--- src/logic/rvPkg.sv ---
`default_nettype none

package rvPkg;

    //////////////////////////////////////////////////////////////
    // Base opcodes of the supported RV32I subset
    localparam logic [6:0] OpR      = 7'b0110011;
    localparam logic [6:0] OpI      = 7'b0010011;
    localparam logic [6:0] OpLoad   = 7'b0000011;
    localparam logic [6:0] OpStore  = 7'b0100011;
    localparam logic [6:0] OpBranch = 7'b1100011;
    localparam logic [6:0] OpJal    = 7'b1101111;
    localparam logic [6:0] OpLui    = 7'b0110111;

    //////////////////////////////////////////////////////////////
    // Selector encodings shared by the controller and the datapath
    typedef enum logic [2:0] {
        ImmI, ImmS, ImmB, ImmJ, ImmU
    } immSrcT;

    typedef enum logic [2:0] {
        AluAdd, AluSub, AluAnd, AluOr, AluSlt
    } aluCtrlT;

    typedef enum logic [1:0] {
        FwdNone, FwdWb, FwdMem
    } fwdSelT;

    typedef enum logic [1:0] {
        ResAlu, ResMem, ResPcPlus4, ResImm
    } resultSrcT;

    //////////////////////////////////////////////////////////////
    // Predictor geometry
    localparam int NumBtbEntries = 16;
    localparam int NumGhrBits    = 4;
    localparam int BtbIdxBits    = $clog2(NumBtbEntries);
    // PCs are word aligned so the two low bits take no part in index or tag
    localparam int BtbTagBits    = 32 - BtbIdxBits - 2;

    localparam logic [31:0] PcStart = 32'h0000_0000;

endpackage

`default_nettype wire

--- src/logic/rvRegFile.sv ---
`default_nettype none

module rvRegFile (
    input  logic        clk,
    input  logic [4:0]  rs1_i,
    input  logic [4:0]  rs2_i,
    input  logic [4:0]  rd_i,
    input  logic        we_i,
    input  logic [31:0] wd_i,
    output logic [31:0] rd1_o,
    output logic [31:0] rd2_o
);

    logic [31:0] regs [32];

    always_ff @(posedge clk) begin
        if (we_i && rd_i != 5'd0) begin
            regs[rd_i] <= wd_i;
        end
    end

    // A same-cycle write is passed through so Writeback reaches Decode
    assign rd1_o = (rs1_i == 5'd0) ? 32'h0 :
                   (we_i && rs1_i == rd_i) ? wd_i : regs[rs1_i];
    assign rd2_o = (rs2_i == 5'd0) ? 32'h0 :
                   (we_i && rs2_i == rd_i) ? wd_i : regs[rs2_i];

endmodule

`default_nettype wire

--- src/logic/rvAlu.sv ---
`default_nettype none

module rvAlu (
    input  logic [31:0]    a_i,
    input  logic [31:0]    b_i,
    input  rvPkg::aluCtrlT ctrl_i,
    output logic [31:0]    result_o,
    output logic           zero_o
);
    import rvPkg::*;

    logic [31:0] diff;

    assign diff = a_i - b_i;

    always_comb begin
        case (ctrl_i)
            AluAdd:  result_o = a_i + b_i;
            AluSub:  result_o = diff;
            AluAnd:  result_o = a_i & b_i;
            AluOr:   result_o = a_i | b_i;
            AluSlt:  result_o = {31'h0, $signed(a_i) < $signed(b_i)};
            default: result_o = 32'h0;
        endcase
    end

    // beq resolves on this flag with the ALU set to subtract
    assign zero_o = (result_o == 32'h0);

endmodule

`default_nettype wire

--- src/logic/rvBranchPredictor.sv ---
`default_nettype none

module rvBranchPredictor (
    input  logic                         clk,
    input  logic                         reset,
    input  logic [31:0]                  pcF_i,
    output logic                         predTakenF_o,
    output logic [31:0]                  predTargetF_o,
    output logic [rvPkg::NumGhrBits-1:0] phtIndexF_o,
    input  logic                         updateE_i,
    input  logic                         isBranchE_i,
    input  logic                         takenE_i,
    input  logic [31:0]                  pcE_i,
    input  logic [31:0]                  targetE_i,
    input  logic [rvPkg::NumGhrBits-1:0] phtIndexE_i
);
    import rvPkg::*;

    localparam int PhtEntries = 2 ** NumGhrBits;

    logic                  btbValid  [NumBtbEntries];
    logic                  btbJump   [NumBtbEntries];
    logic [BtbTagBits-1:0] btbTag    [NumBtbEntries];
    logic [31:0]           btbTarget [NumBtbEntries];
    logic [1:0]            pht       [PhtEntries];
    logic [NumGhrBits-1:0] ghr;
    logic [BtbIdxBits-1:0] idxF, idxE;
    logic                  btbHitF, btbWe, phtWe;

    assign idxF = pcF_i[BtbIdxBits+1:2];
    assign idxE = pcE_i[BtbIdxBits+1:2];

    //////////////////////////////////////////////////////////////
    // Fetch-side lookup
    assign btbHitF       = btbValid[idxF] && (btbTag[idxF] == pcF_i[31:BtbIdxBits+2]);
    assign phtIndexF_o   = ghr ^ pcF_i[NumGhrBits+1:2];
    assign predTakenF_o  = btbHitF && (btbJump[idxF] || pht[phtIndexF_o][1]);
    assign predTargetF_o = btbTarget[idxF];

    //////////////////////////////////////////////////////////////
    // Execute-side training
    assign btbWe = updateE_i && takenE_i;
    assign phtWe = updateE_i && isBranchE_i;

    always_ff @(posedge clk) begin
        if (reset) begin
            ghr <= '0;
            for (int i = 0; i < NumBtbEntries; i++) begin
                btbValid[i] <= 1'b0;
            end
            // Every counter starts weakly not-taken
            for (int i = 0; i < PhtEntries; i++) begin
                pht[i] <= 2'b01;
            end
        end else begin
            if (btbWe) begin
                btbValid[idxE] <= 1'b1;
            end
            if (phtWe) begin
                ghr <= {ghr[NumGhrBits-2:0], takenE_i};
                if (takenE_i && pht[phtIndexE_i] != 2'b11) begin
                    pht[phtIndexE_i] <= pht[phtIndexE_i] + 2'b01;
                end else if (!takenE_i && pht[phtIndexE_i] != 2'b00) begin
                    pht[phtIndexE_i] <= pht[phtIndexE_i] - 2'b01;
                end
            end
        end
    end

    always_ff @(posedge clk) begin
        if (btbWe) begin
            btbJump[idxE]   <= !isBranchE_i;
            btbTag[idxE]    <= pcE_i[31:BtbIdxBits+2];
            btbTarget[idxE] <= targetE_i;
        end
    end

endmodule

`default_nettype wire

--- src/logic/rvController.sv ---
`default_nettype none

module rvController (
    input  logic             clk,
    input  logic             reset,
    input  logic [6:0]       op_i,
    input  logic [2:0]       funct3_i,
    input  logic             funct7b5_i,
    input  logic [4:0]       rs1D_i,
    input  logic [4:0]       rs2D_i,
    input  logic [4:0]       rs1E_i,
    input  logic [4:0]       rs2E_i,
    input  logic [4:0]       rdE_i,
    input  logic [4:0]       rdM_i,
    input  logic [4:0]       rdW_i,
    input  logic             mispredictE_i,
    output rvPkg::immSrcT    immSrcD_o,
    output logic             aluSrcE_o,
    output rvPkg::aluCtrlT   aluCtrlE_o,
    output rvPkg::resultSrcT resultSrcM_o,
    output rvPkg::resultSrcT resultSrcW_o,
    output logic             memWriteM_o,
    output logic             regWriteW_o,
    output rvPkg::fwdSelT    forwardAE_o,
    output rvPkg::fwdSelT    forwardBE_o,
    output logic             stallF_o,
    output logic             stallD_o,
    output logic             flushD_o,
    output logic             flushE_o
);
    import rvPkg::*;

    logic      regWriteD, memWriteD, aluSrcD;
    resultSrcT resultSrcD, resultSrcE;
    aluCtrlT   aluCtrlD;
    logic      regWriteE, memWriteE, regWriteM;
    logic      loadUseD;

    //////////////////////////////////////////////////////////////
    // Main decoder that turns unknown opcodes into a bubble
    always_comb begin
        regWriteD  = 1'b0;
        memWriteD  = 1'b0;
        aluSrcD    = 1'b0;
        resultSrcD = ResAlu;
        immSrcD_o  = ImmI;
        case (op_i)
            OpR: regWriteD = 1'b1;
            OpI: begin
                regWriteD = 1'b1;
                aluSrcD   = 1'b1;
            end
            OpLoad: begin
                regWriteD  = 1'b1;
                aluSrcD    = 1'b1;
                resultSrcD = ResMem;
            end
            OpStore: begin
                memWriteD = 1'b1;
                aluSrcD   = 1'b1;
                immSrcD_o = ImmS;
            end
            OpBranch: immSrcD_o = ImmB;
            OpJal: begin
                regWriteD  = 1'b1;
                resultSrcD = ResPcPlus4;
                immSrcD_o  = ImmJ;
            end
            OpLui: begin
                regWriteD  = 1'b1;
                resultSrcD = ResImm;
                immSrcD_o  = ImmU;
            end
            default: ;
        endcase
    end

    always_comb begin
        aluCtrlD = AluAdd;
        if (op_i == OpBranch) begin
            aluCtrlD = AluSub;
        end else if (op_i == OpR || op_i == OpI) begin
            case (funct3_i)
                3'b000:  aluCtrlD = (op_i == OpR && funct7b5_i) ? AluSub : AluAdd;
                3'b010:  aluCtrlD = AluSlt;
                3'b110:  aluCtrlD = AluOr;
                3'b111:  aluCtrlD = AluAnd;
                default: aluCtrlD = AluAdd;
            endcase
        end
    end

    //////////////////////////////////////////////////////////////
    // Control pipeline
    always_ff @(posedge clk) begin
        if (reset || flushE_o) begin
            regWriteE  <= 1'b0;
            memWriteE  <= 1'b0;
            resultSrcE <= ResAlu;
            aluSrcE_o  <= 1'b0;
            aluCtrlE_o <= AluAdd;
        end else begin
            regWriteE  <= regWriteD;
            memWriteE  <= memWriteD;
            resultSrcE <= resultSrcD;
            aluSrcE_o  <= aluSrcD;
            aluCtrlE_o <= aluCtrlD;
        end
    end

    always_ff @(posedge clk) begin
        if (reset) begin
            regWriteM    <= 1'b0;
            memWriteM_o  <= 1'b0;
            resultSrcM_o <= ResAlu;
            regWriteW_o  <= 1'b0;
            resultSrcW_o <= ResAlu;
        end else begin
            regWriteM    <= regWriteE;
            memWriteM_o  <= memWriteE;
            resultSrcM_o <= resultSrcE;
            regWriteW_o  <= regWriteM;
            resultSrcW_o <= resultSrcM_o;
        end
    end

    //////////////////////////////////////////////////////////////
    // Hazard unit
    function automatic fwdSelT forwardFor(input logic [4:0] rs);
        if (rs != 5'd0 && regWriteM && rs == rdM_i) begin
            return FwdMem;
        end else if (rs != 5'd0 && regWriteW_o && rs == rdW_i) begin
            return FwdWb;
        end
        return FwdNone;
    endfunction

    always_comb begin
        forwardAE_o = forwardFor(rs1E_i);
        forwardBE_o = forwardFor(rs2E_i);
    end

    // The Memory-stage forward path carries no load data, so a direct consumer waits a cycle
    assign loadUseD = (resultSrcE == ResMem) && (rdE_i != 5'd0) &&
                      (rdE_i == rs1D_i || rdE_i == rs2D_i);

    assign stallF_o = loadUseD;
    assign stallD_o = loadUseD;
    assign flushD_o = mispredictE_i;
    assign flushE_o = mispredictE_i || loadUseD;

endmodule

`default_nettype wire

--- src/logic/rvDatapath.sv ---
`default_nettype none

module rvDatapath (
    input  logic                         clk,
    input  logic                         reset,
    output logic [31:0]                  imemAddr_o,
    input  logic [31:0]                  imemData_i,
    output logic [31:0]                  dmemAddr_o,
    output logic [31:0]                  dmemWData_o,
    input  logic [31:0]                  dmemRData_i,
    output logic [6:0]                   op_o,
    output logic [2:0]                   funct3_o,
    output logic                         funct7b5_o,
    output logic [4:0]                   rs1D_o,
    output logic [4:0]                   rs2D_o,
    output logic [4:0]                   rs1E_o,
    output logic [4:0]                   rs2E_o,
    output logic [4:0]                   rdE_o,
    output logic [4:0]                   rdM_o,
    output logic [4:0]                   rdW_o,
    output logic                         branchTakenE_o,
    output logic                         mispredictE_o,
    input  rvPkg::immSrcT                immSrcD_i,
    input  logic                         aluSrcE_i,
    input  rvPkg::aluCtrlT               aluCtrlE_i,
    input  rvPkg::resultSrcT             resultSrcM_i,
    input  rvPkg::resultSrcT             resultSrcW_i,
    input  logic                         regWriteW_i,
    input  rvPkg::fwdSelT                forwardAE_i,
    input  rvPkg::fwdSelT                forwardBE_i,
    input  logic                         stallF_i,
    input  logic                         stallD_i,
    input  logic                         flushD_i,
    input  logic                         flushE_i,
    input  logic                         predTakenF_i,
    input  logic [31:0]                  predTargetF_i,
    input  logic [rvPkg::NumGhrBits-1:0] phtIndexF_i,
    output logic                         updateE_o,
    output logic                         isBranchE_o,
    output logic [31:0]                  pcE_o,
    output logic [31:0]                  targetE_o,
    output logic [rvPkg::NumGhrBits-1:0] phtIndexE_o
);
    import rvPkg::*;

    logic [31:0]           pcF, pcPlus4F, pcNextF;
    logic [31:0]           instrD, pcD, pcPlus4D, rd1D, rd2D, immD;
    logic                  predTakenD;
    logic [NumGhrBits-1:0] phtIndexD;
    logic [31:0]           rd1E, rd2E, immE, pcPlus4E;
    logic                  isBranchE, isJumpE, predTakenE, zeroE;
    logic [31:0]           srcAE, srcBE, writeDataE, aluResultE, correctPcE;
    logic [31:0]           aluResultM, immM, pcPlus4M, forwardM;
    logic [31:0]           aluResultW, readDataW, immW, pcPlus4W, resultW;

    //////////////////////////////////////////////////////////////
    // Fetch
    assign pcPlus4F   = pcF + 32'd4;
    assign correctPcE = branchTakenE_o ? targetE_o : pcPlus4E;
    assign imemAddr_o = pcF;

    always_comb begin
        if (mispredictE_o) begin
            pcNextF = correctPcE;
        end else if (predTakenF_i) begin
            pcNextF = predTargetF_i;
        end else begin
            pcNextF = pcPlus4F;
        end
    end

    always_ff @(posedge clk) begin
        if (reset) begin
            pcF <= PcStart;
        end else if (!stallF_i) begin
            pcF <= pcNextF;
        end
    end

    //////////////////////////////////////////////////////////////
    // Decode
    // An all-zero instruction word matches no opcode and acts as the bubble
    always_ff @(posedge clk) begin
        if (reset || flushD_i) begin
            instrD     <= 32'h0;
            predTakenD <= 1'b0;
        end else if (!stallD_i) begin
            instrD     <= imemData_i;
            predTakenD <= predTakenF_i;
        end
    end

    always_ff @(posedge clk) begin
        if (!stallD_i) begin
            pcD       <= pcF;
            pcPlus4D  <= pcPlus4F;
            phtIndexD <= phtIndexF_i;
        end
    end

    assign op_o       = instrD[6:0];
    assign funct3_o   = instrD[14:12];
    assign funct7b5_o = instrD[30];
    assign rs1D_o     = instrD[19:15];
    assign rs2D_o     = instrD[24:20];

    rvRegFile regFile (
        .clk(clk),
        .rs1_i(rs1D_o), .rs2_i(rs2D_o), .rd_i(rdW_o),
        .we_i(regWriteW_i), .wd_i(resultW),
        .rd1_o(rd1D), .rd2_o(rd2D)
    );

    always_comb begin
        case (immSrcD_i)
            ImmI:    immD = {{20{instrD[31]}}, instrD[31:20]};
            ImmS:    immD = {{20{instrD[31]}}, instrD[31:25], instrD[11:7]};
            ImmB:    immD = {{20{instrD[31]}}, instrD[7], instrD[30:25], instrD[11:8], 1'b0};
            ImmJ:    immD = {{12{instrD[31]}}, instrD[19:12], instrD[20], instrD[30:21], 1'b0};
            ImmU:    immD = {instrD[31:12], 12'h0};
            default: immD = 32'h0;
        endcase
    end

    //////////////////////////////////////////////////////////////
    // Execute
    always_ff @(posedge clk) begin
        if (reset || flushE_i) begin
            rs1E_o     <= 5'd0;
            rs2E_o     <= 5'd0;
            rdE_o      <= 5'd0;
            isBranchE  <= 1'b0;
            isJumpE    <= 1'b0;
            predTakenE <= 1'b0;
        end else begin
            rs1E_o     <= rs1D_o;
            rs2E_o     <= rs2D_o;
            rdE_o      <= instrD[11:7];
            isBranchE  <= (op_o == OpBranch);
            isJumpE    <= (op_o == OpJal);
            predTakenE <= predTakenD;
        end
    end

    always_ff @(posedge clk) begin
        rd1E        <= rd1D;
        rd2E        <= rd2D;
        immE        <= immD;
        pcE_o       <= pcD;
        pcPlus4E    <= pcPlus4D;
        phtIndexE_o <= phtIndexD;
    end

    always_comb begin
        case (forwardAE_i)
            FwdMem:  srcAE = forwardM;
            FwdWb:   srcAE = resultW;
            default: srcAE = rd1E;
        endcase
        case (forwardBE_i)
            FwdMem:  writeDataE = forwardM;
            FwdWb:   writeDataE = resultW;
            default: writeDataE = rd2E;
        endcase
    end

    assign srcBE = aluSrcE_i ? immE : writeDataE;

    rvAlu alu (
        .a_i(srcAE), .b_i(srcBE), .ctrl_i(aluCtrlE_i),
        .result_o(aluResultE), .zero_o(zeroE)
    );

    assign targetE_o      = pcE_o + immE;
    assign branchTakenE_o = isJumpE || (isBranchE && zeroE);
    // Covers both a missed taken branch and a wrongly taken one
    assign mispredictE_o  = (branchTakenE_o != predTakenE);
    assign updateE_o      = isBranchE || isJumpE;
    assign isBranchE_o    = isBranchE;

    //////////////////////////////////////////////////////////////
    // Memory and Writeback
    always_ff @(posedge clk) begin
        if (reset) begin
            rdM_o <= 5'd0;
            rdW_o <= 5'd0;
        end else begin
            rdM_o <= rdE_o;
            rdW_o <= rdM_o;
        end
    end

    always_ff @(posedge clk) begin
        aluResultM  <= aluResultE;
        dmemWData_o <= writeDataE;
        immM        <= immE;
        pcPlus4M    <= pcPlus4E;
        aluResultW  <= aluResultM;
        readDataW   <= dmemRData_i;
        immW        <= immM;
        pcPlus4W    <= pcPlus4M;
    end

    assign dmemAddr_o = aluResultM;

    always_comb begin
        case (resultSrcM_i)
            ResPcPlus4: forwardM = pcPlus4M;
            ResImm:     forwardM = immM;
            default:    forwardM = aluResultM;
        endcase
        case (resultSrcW_i)
            ResMem:     resultW = readDataW;
            ResPcPlus4: resultW = pcPlus4W;
            ResImm:     resultW = immW;
            default:    resultW = aluResultW;
        endcase
    end

endmodule

`default_nettype wire

--- src/logic/rvCore.sv ---
`default_nettype none

module rvCore (
    input  logic        clk,
    input  logic        reset,
    output logic [31:0] imemAddr_o,
    input  logic [31:0] imemData_i,
    output logic [31:0] dmemAddr_o,
    output logic [31:0] dmemWData_o,
    output logic        dmemWe_o,
    input  logic [31:0] dmemRData_i
);
    import rvPkg::*;

    logic [6:0]            op;
    logic [2:0]            funct3;
    logic                  funct7b5;
    logic [4:0]            rs1D, rs2D, rs1E, rs2E, rdE, rdM, rdW;
    logic                  branchTakenE, mispredictE;
    immSrcT                immSrcD;
    aluCtrlT               aluCtrlE;
    resultSrcT             resultSrcM, resultSrcW;
    fwdSelT                forwardAE, forwardBE;
    logic                  aluSrcE, regWriteW;
    logic                  stallF, stallD, flushD, flushE;
    logic                  predTakenF, updateE, isBranchE;
    logic [31:0]           predTargetF, pcE, targetE;
    logic [NumGhrBits-1:0] phtIndexF, phtIndexE;

    rvDatapath datapath (
        .clk(clk), .reset(reset),
        .imemAddr_o(imemAddr_o), .imemData_i(imemData_i),
        .dmemAddr_o(dmemAddr_o), .dmemWData_o(dmemWData_o), .dmemRData_i(dmemRData_i),
        .op_o(op), .funct3_o(funct3), .funct7b5_o(funct7b5),
        .rs1D_o(rs1D), .rs2D_o(rs2D), .rs1E_o(rs1E), .rs2E_o(rs2E),
        .rdE_o(rdE), .rdM_o(rdM), .rdW_o(rdW),
        .branchTakenE_o(branchTakenE), .mispredictE_o(mispredictE),
        .immSrcD_i(immSrcD), .aluSrcE_i(aluSrcE), .aluCtrlE_i(aluCtrlE),
        .resultSrcM_i(resultSrcM), .resultSrcW_i(resultSrcW), .regWriteW_i(regWriteW),
        .forwardAE_i(forwardAE), .forwardBE_i(forwardBE),
        .stallF_i(stallF), .stallD_i(stallD), .flushD_i(flushD), .flushE_i(flushE),
        .predTakenF_i(predTakenF), .predTargetF_i(predTargetF), .phtIndexF_i(phtIndexF),
        .updateE_o(updateE), .isBranchE_o(isBranchE), .pcE_o(pcE),
        .targetE_o(targetE), .phtIndexE_o(phtIndexE)
    );

    rvController controller (
        .clk(clk), .reset(reset),
        .op_i(op), .funct3_i(funct3), .funct7b5_i(funct7b5),
        .rs1D_i(rs1D), .rs2D_i(rs2D), .rs1E_i(rs1E), .rs2E_i(rs2E),
        .rdE_i(rdE), .rdM_i(rdM), .rdW_i(rdW), .mispredictE_i(mispredictE),
        .immSrcD_o(immSrcD), .aluSrcE_o(aluSrcE), .aluCtrlE_o(aluCtrlE),
        .resultSrcM_o(resultSrcM), .resultSrcW_o(resultSrcW),
        .memWriteM_o(dmemWe_o), .regWriteW_o(regWriteW),
        .forwardAE_o(forwardAE), .forwardBE_o(forwardBE),
        .stallF_o(stallF), .stallD_o(stallD), .flushD_o(flushD), .flushE_o(flushE)
    );

    // The actual branch direction from Execute trains the predictor
    rvBranchPredictor predictor (
        .clk(clk), .reset(reset), .pcF_i(imemAddr_o),
        .predTakenF_o(predTakenF), .predTargetF_o(predTargetF), .phtIndexF_o(phtIndexF),
        .updateE_i(updateE), .isBranchE_i(isBranchE), .takenE_i(branchTakenE),
        .pcE_i(pcE), .targetE_i(targetE), .phtIndexE_i(phtIndexE)
    );

endmodule

`default_nettype wire

--- config.mk ---
export PLATFORM = sky130hd
export DESIGN_NAME = rvCore
export DESIGN_NICKNAME = d
export VERILOG_FILES = /design/src/logic/rvPkg.sv /design/src/logic/rvRegFile.sv /design/src/logic/rvAlu.sv /design/src/logic/rvBranchPredictor.sv /design/src/logic/rvController.sv /design/src/logic/rvDatapath.sv /design/src/logic/rvCore.sv
export SDC_FILE = /design/constraint.sdc
export NUM_CORES = 2
export LEC_CHECK = 0
export BUFFER_PORTS_ARGS = -buffer_cell sky130_fd_sc_hd__buf_2
export CAP_MARGIN = 30
export CELL_PAD_IN_SITES_DETAIL_PLACEMENT = 0
export CELL_PAD_IN_SITES_GLOBAL_PLACEMENT = 1
export CORE_MARGIN = 2
export CORE_UTILIZATION = 49
export DETAILED_ROUTE_END_ITERATION = 8
export GPL_TIMING_DRIVEN = 0
export PLACE_DENSITY_LB_ADDON = 0.1
export SLEW_MARGIN = 20
export SYNTH_ARGS = -nofsm -noshare
export SYNTH_HDL_FRONTEND = slang
export SYNTH_SLANG_ARGS = --single-unit
--- constraint.sdc ---
create_clock -name clk -period 10.6 [get_ports clk]
set_input_delay 2.12 -clock clk [delete_from_list [all_inputs] [get_ports clk]]
set_output_delay 2.12 -clock clk [all_outputs]
set_load 0.02 [all_outputs]
* Word level (Yosys, flattened, before mapping)
Memories as Yosys holds them, arrays and structs flattened. A register that Yosys moved wholly into a read port is not among the register bits. Cells that the tools add are included.
Operators by class: div/mod/pow operators 0, order comparisons 1, shift operators 0, add/subtract/negate cells 6, reduce and logical (&&, ||, !) cells 45, bitwise gates (word level) 5, equality and inequality tests 37, multipliers 0, muxes and demuxes 61
Operators by type and width (number):
- one-hot mux 32 bit (5 select lines) | 2
- one-hot mux 32 bit (2 select lines) | 3
- two-way mux 32 bit | 4
- one-hot mux 32 bit (3 select lines) | 1
- adder 32 bit | 2
- two-way mux 4 bit | 10
- adder 32 x 3 -> 32 bit (second input constant) | 1
- bitwise AND 32 bit | 1
- zero test 32 bit | 1
- < comparator 32 bit | 1
- OR 32 bit | 1
- subtractor 32 bit | 1
- == test 5 bit | 6
- two-way mux 1 bit | 30
- == test 26 bit | 1
- one-hot mux 3 bit (4 select lines) | 2
- == test 7 x 6 -> 1 bit (second input constant) | 3
- nonzero test 5 bit | 4
- logical AND 1 bit | 19
- two-way mux 2 bit | 8
- == test 3 x 2 -> 1 bit (second input constant) | 5
- == test 7 bit (second input constant) | 2
- == test 2 bit (second input constant) | 6
- == test 3 bit (second input constant) | 4
- other kinds (21) | 37
Storage, ports and cells: word-level logic and storage cells 199, bits in registers 536, output and inout port bits 97, ROM bits 0, bits in latches 0, bits of input ports 66, memory bits (writable) 2016, memories 6
Memories:
- datapath.regFile.regs | words 32, bits a word 32, rd ports 2, clocked after Yosys merged registers in 2, wr ports 1, RTL line rvRegFile.sv:14 | logic [31:0] regs [32];
- predictor.btbTarget | words 16, bits a word 32, rd ports 1, clocked after Yosys merged registers in 1, wr ports 1, RTL line rvBranchPredictor.sv:24 | logic [31:0] btbTarget [NumBtbEntries];
- predictor.btbTag | words 16, bits a word 26, rd ports 1, clocked after Yosys merged registers in 1, wr ports 1, RTL line rvBranchPredictor.sv:23 | logic [BtbTagBits-1:0] btbTag [NumBtbEntries];
- predictor.pht | words 16, bits a word 2, rd ports 2, clocked after Yosys merged registers in 1, wr ports 16, RTL line rvBranchPredictor.sv:25 | logic [1:0] pht [PhtEntries];
- predictor.btbJump | words 16, bits a word 1, rd ports 1, clocked after Yosys merged registers in 1, wr ports 1, RTL line rvBranchPredictor.sv:22 | logic btbJump [NumBtbEntries];
- predictor.btbValid | words 16, bits a word 1, rd ports 1, clocked after Yosys merged registers in 1, wr ports 16, RTL line rvBranchPredictor.sv:21 | logic btbValid [NumBtbEntries];

* Logic depth before layout (Yosys ltp)
depth after elaboration 24, mapped depth 28, depth with buffers taken out 22

* Modules after synthesis
A second synthesis with hierarchy kept.
Unflattened totals: cell total of the unflattened synthesis 6911, area total of the unflattened synthesis 113094.7 sq um
By module, submodules not included:
- rvRegFile | sequential area each 30749.5 sq um, cells each 2520, area each 47869.7 sq um, instances 1
- rvBranchPredictor | sequential area each 29708.5 sq um, cells each 1681, area each 38637.1 sq um, instances 1
- rvDatapath | sequential area each 12211.7 sq um, cells each 1801, area each 20327.0 sq um, instances 1
- rvAlu | sequential area each 0.0 sq um, cells each 790, area each 5207.5 sq um, instances 1
- rvController | sequential area each 300.3 sq um, cells each 119, area each 1053.5 sq um, instances 1

* Worst setup path before layout
No wires, ideal clock.
path type reg2reg, from register controller.resultSrcW_o[1], to memory predictor.btbJump[12] (enable), data arrival time 10078 ps, path buffers 5, cell stages (with the launch flop) 25, required time 10052 ps, setup time 548 ps, clock period less this slack 10626 ps, path slack -26 ps, cell sequence dfxtp_1 -> clkbuf_1 -> buf_1 -> mux4_2 -> nor2b_1 -> a211oi_1 -> a21oi_1 -> mux2_2 -> ha_1 -> fa_1 -> nand2b_1 -> a21oi_1 -> o21ai_1 -> a31o_2 -> o22ai_1 -> xor2_1 -> a221o_1 -> or4_1 -> nor4_1 -> a41o_1 -> buf_2 -> buf_4 -> buf_2 -> nand3_1 -> nor3_1
Between the ends: cells in the longest elaborated chain, start to end 12, elaborated cells between the ends (all ways) 19, those cells by class add/sub (2); order compare (1); eq/ne (3); mux (7); bitwise (2); reduce/logical (4)
Ends and longest elaborated chain:
- start, declared | RTL line rvController.sv:21 | output rvPkg::resultSrcT resultSrcW_o,
- start signal, assigned | RTL line rvController.sv:117 | resultSrcW_o <= ResAlu;
- start signal, assigned | RTL line rvController.sv:123 | resultSrcW_o <= resultSrcM_o;
- == test 2 bit / == test 2 x 1 -> 1 bit (equally long branches) | RTL line rvDatapath.sv:212 | case (resultSrcW_i)
- one-hot mux 32 bit (3 select lines) * | RTL line rvDatapath.sv:212
- via datapath.regFile.wd_i[0] | RTL line rvRegFile.sv:9 | input logic [31:0] wd_i,
- one-hot mux 32 bit (2 select lines) * | RTL line rvDatapath.sv:160 | case (forwardBE_i)
- via datapath.writeDataE[0] | RTL line rvDatapath.sv:52 | logic [31:0] srcAE, srcBE, writeDataE, aluResultE, correctPcE;
- two-way mux 32 bit * | RTL line rvDatapath.sv:167 | assign srcBE = aluSrcE_i ? immE : writeDataE;
- subtractor 32 bit, or another cell as far along | RTL line rvAlu.sv:14 | assign diff = a_i - b_i;
- one-hot mux 32 bit (5 select lines) * | RTL line rvAlu.sv:17 | case (ctrl_i)
- zero test 32 bit * | RTL line rvAlu.sv:28 | assign zero_o = (result_o == 32'h0);
- logical AND 1 bit * | RTL line rvDatapath.sv:175 | assign branchTakenE_o = isJumpE || (isBranchE && zeroE);
- logical OR 1 bit * | RTL line rvDatapath.sv:175
- logical AND 1 bit * | RTL line rvBranchPredictor.sv:42 | assign btbWe = updateE_i && takenE_i;
- two-way mux 1 bit * | RTL line rvBranchPredictor.sv:71 | if (btbWe) begin
- two-way mux 1 bit (implied by the code) * | RTL line rvBranchPredictor.sv:72 | btbJump[idxE] <= !isBranchE_i;
- end, declared | RTL line rvBranchPredictor.sv:22
The timed path passes the listed nets; every way through them passes the cells marked *.

* Worst setup path in the final report
from register datapath.rdW_o[1], to memory predictor.btbTarget[12][9] (enable)
Between the ends: cells in the longest elaborated chain, start to end 16, elaborated cells between the ends (all ways) 29, those cells by class add/sub (2); order compare (1); eq/ne (6); mux (12); bitwise (2); reduce/logical (6)
Ends and longest elaborated chain:
- start, declared | RTL line rvDatapath.sv:20 | output logic [4:0] rdW_o,
- start signal, assigned | RTL line rvDatapath.sv:189 | rdW_o <= rdM_o;
- == test 5 bit * | RTL line rvController.sv:132 | end else if (rs != 5'd0 && regWriteW_o && rs == rdW_i) begin
- logical AND 1 bit * | RTL line rvController.sv:132
- two-way mux 1 bit * | RTL line rvController.sv:132
- two-way mux 1 bit * | RTL line rvController.sv:130 | if (rs != 5'd0 && regWriteM && rs == rdM_i) begin
- two-way mux 2 bit * | RTL line rvController.sv:135 | return FwdNone;
- == test 2 x 1 -> 1 bit / == test 2 bit (equally long branches) | RTL line rvDatapath.sv:160
- one-hot mux 32 bit (2 select lines) * | RTL line rvDatapath.sv:160
- via datapath.writeDataE[18] | RTL line rvDatapath.sv:52
- [2 not listed]
- one-hot mux 32 bit (5 select lines) * | RTL line rvAlu.sv:17
- via datapath.alu.result_o[19] | RTL line rvAlu.sv:7 | output logic [31:0] result_o,
- zero test 32 bit * | RTL line rvAlu.sv:28
- logical AND 1 bit * | RTL line rvDatapath.sv:175
- logical OR 1 bit * | RTL line rvDatapath.sv:175
- logical AND 1 bit * | RTL line rvBranchPredictor.sv:42
- two-way mux 1 bit * | RTL line rvBranchPredictor.sv:71
- two-way mux 1 bit (implied by the code) * | RTL line rvBranchPredictor.sv:74 | btbTarget[idxE] <= targetE_i;
- end, declared | RTL line rvBranchPredictor.sv:24
Marks and branches as above.

==> results.ini <==
[worst_setup_path]
crit_path_max_incr_delay_ns = 0.58
r2r_cells = 29
critPathLaunchType = flop
r2r_slack_ns = 0.27
crit_arrival_ns = 10.99
crit_slowest_cell = nor4bb_1
crit_path_max_fanout = 11
cp-end-kind = flop
r2r-end = predictor.btbTarget[12][9]
required_ns = 11.26
r2r_start = datapath.rdW_o[1]
cpMostUsedCell = clkbuf_1
path_class = reg2reg
crit_buf_inv = 12
cp_top_family = buffers and inverters

[synthesis]
synth_area_leaders = edfxtp_1 55%, mux4_2 16%, dfxtp_1 9.8%, mux2i_1 3.9%, ha_1 1.4%
synthArstFlopShare = 0
ys_types = 91
synth.avg_cell_area_sq_um = 16.8
yosysWarnings = 0
syn_inst = 6702
synth_top_area_cell = edfxtp_1
syn_area_sq_um = 113000
ys_ff_latch = 2616
synth_ff_type = edfxtp_1
yosysTopAreaCellShare = 0.549
synth_common_cells = 2066 x edfxtp_1, 804 x mux4_2, 550 x dfxtp_1
ys_seq_area_frac = 0.647
synth-edff-count = 2066
synth.most_common_cell = edfxtp_1

[global_route]
grt_pass1_vias = 68900
antenna_found_initial = 44
grt.total_usage = 0.351
grt_max_degree = 42
grt_pass1_wl_um = 565000
grt_overflow = 0

[clock_network]
cts_root_buf = clkbuf_16
cts_tree = built
cts_buffers = 293
clk_latency_ns = 0.99
cts_htree_levels = 5
cts.sink_count = 2616
path_clk_slew_ns = 0.06
clk_path_buf_depth = 4

[timing]
finClkSkew_ns = 0.0776
worstMarginPinSlew_ns = 1.27
hold_viol_final = 0
drv_slew = 0
period_minus_slack_ns = 10.33
finalSetupViolations = 0
slew_headroom = 0.152
fmax_ghz = 0.0968
fin_crit_sh = 0.975

[cells_and_area]
drive_above_1_share = 0.260
syn_to_final_growth_pct = 17.0
multiInputGateArea_sq_um = 38300
fin_cells = 10700
fin_nets = 7646
nFillCells = 17700
fin_area_sq_um = 132000
register_area_sq_um = 73100

[power]
p_comb_frac = 0.152
p_clk_frac = 0.382
p_seq_frac = 0.466
swShare = 0.279
vdd_drop_max_mv = 0.189
p_sw_mw = 7.30
p_leak_nw = 44.9
power.density_nw_per_um2 = 198
p_int_mw = 18.9

[floorplanning]
die-area_sq_um = 234000
die_x_um = 484
initial_utilization = 0.492
die_h_um = 484
row_count = 176
fp.coreArea_sq_um = 229000
ios = 163

[job]
drv_cap = 0

[drt]
postRouteAntennaNets = 0
drt_iter0_drc = 10100
dr.pass1.iters = 8
wl_per_cell_um = 38.7
viasPerCell = 6.67
drcViolationCount = 0
vias = 71400
routed_wl_um = 415000

[run_status]
status = finished, final reports clean

[hold_path]
min_path_type = reg2reg
holdPathStages = 0
hold_start = datapath.pcD[6]
hold_path_end = datapath.pcE_o[6]

[place]
gp_congestion = 0.925
io_buffers = 162
hpwlAfterDp_um = 304000
postPlaceCellArea_sq_um = 123000
placedCellCount = 10200

-- cell usage in the layout (no fill, tap or decap), drive strengths merged, types with 96 or more instances in the layout --
cell type	count
o22ai	100
clkinv	96
mux2i	444
a211oi	108
o21ai	107
clkbuf	678
edfxtp	2066
buf	567
mux4	806
ha	128
dfxtp	550
a21oi	240
mux2	106
nand2	190
inv	127
nor2	359
-- state kept, by name, summed over array words and instances (netlist names), 32 cells and up, named ones only --
register               flops
datapath.regFile.regs   1024
predictor.btbTarget      512
predictor.btbTag         416
datapath.aluResultW       32
datapath.dmemAddr_o       32
datapath.dmemWData_o      32
datapath.imemAddr_o       32
datapath.immE             32
datapath.immM             32
datapath.immW             32
datapath.instrD           32
datapath.pcE_o            32
datapath.pcPlus4D         32
datapath.pcPlus4M         32
datapath.pcPlus4W         32
datapath.rd1E             32
datapath.rd2E             32
datapath.readDataW        32
predictor.pht             32
-- repair_timing --
action | 4_1_cts | 5_1_grt
setup buffers | 0 | 7
hold buffers | 0 | 0
endpoints found under the setup margin | 0 | 219
resized for setup | 0 | 5
-- per-layer routing --
| metal | GRT usage | vias up | share of wire |
|---|---|---|---|
| li1 | - | 28500 | - |
| met1 | 0.487 | 37600 | 0.39 |
| met2 | 0.537 | 4392 | 0.46 |
| met3 | 0.0770 | 885 | 0.10 |
| met4 | 0.152 | 10 | 0.050 |
| met5 | 0 | - | 0.00019 |
-- per-stage QoR --
stage / total power, mW / util / setup WS [ns] / hold slack [ns] / TNS [ns]
floorplan: 14.4 / - / 0.188 / 0.323 / 0
finish: 26.2 / 0.576 / 0.268 / 0.320 / 0
global placement: 16.2 / 0.513 / -9.37 / 0.324 / -5032.24
global route: 26.8 / 0.576 / -0.00535 / 0.331 / -0.0137
detailed placement: 16.3 / 0.534 / 0.119 / 0.327 / 0
CTS: 26.1 / 0.575 / 0.0685 / 0.325 / 0
-- cell type report --
class                           count  share of cell area
Antenna cell                       18            0.000341
Buffer                            443              0.0143
Clock buffer                      380              0.0612
Clock inverter                    132             0.00918
Inverter                          120             0.00345
Multi-Input combinational cell   3553               0.290
Sequential cell                  2616               0.553
Tap cell                         3026              0.0287
Timing Repair Buffer              422              0.0396
-- power groups by stage --
stage / Sequential (mW) / Combinational (mW) / Clock, mW
6_report: 12.2 / 3.98 / 9.99
3_5_place_dp: 12.4 / 3.88 / 0
4_1_cts: 12.2 / 3.89 / 10.0
5_1_grt: 12.2 / 4.13 / 10.4
2_1_floorplan: 12.3 / 2.06 / 0
3_3_place_gp: 12.4 / 3.76 / 0
-- cell families after synthesis --
kind of cell | after synthesis | share of synthesized area
buffers and inverters | 564 | 0.0198
adder cells (fa/ha/maj) | 131 | 0.0147
XOR/XNOR | 129 | 0.0100
other | 1 | 0.0000332
AO/OA/AOI/OAI | 944 | 0.0568
AND/OR/NAND/NOR | 961 | 0.0409
multiplexers | 1356 | 0.211
flip-flops | 2616 | 0.647
-- how the worst max path moves through the flow --
| stage | from | to | slack, ns | cells past startpoint |
|---|---|---|---|---|
| after floorplan | controller.resultSrcW_o[1] | predictor.btbJump[4] | 0.19 | 23 |
| after global placement | controller.resultSrcW_o[1] | predictor.btbTarget[4][14] | -9.37 | 23 |
| after detailed placement | datapath.rdW_o[1] | predictor.btbTarget[11][12] | 0.12 | 28 |
| after CTS | datapath.rdW_o[1] | predictor.btbTarget[11][31] | 0.07 | 28 |
| after global routing | datapath.rdW_o[1] | predictor.btbTarget[12][10] | -0.005 | 29 |
| final | datapath.rdW_o[1] | predictor.btbTarget[12][9] | 0.27 | 29 |
Note: power is estimated with default switching activity, not from simulation.
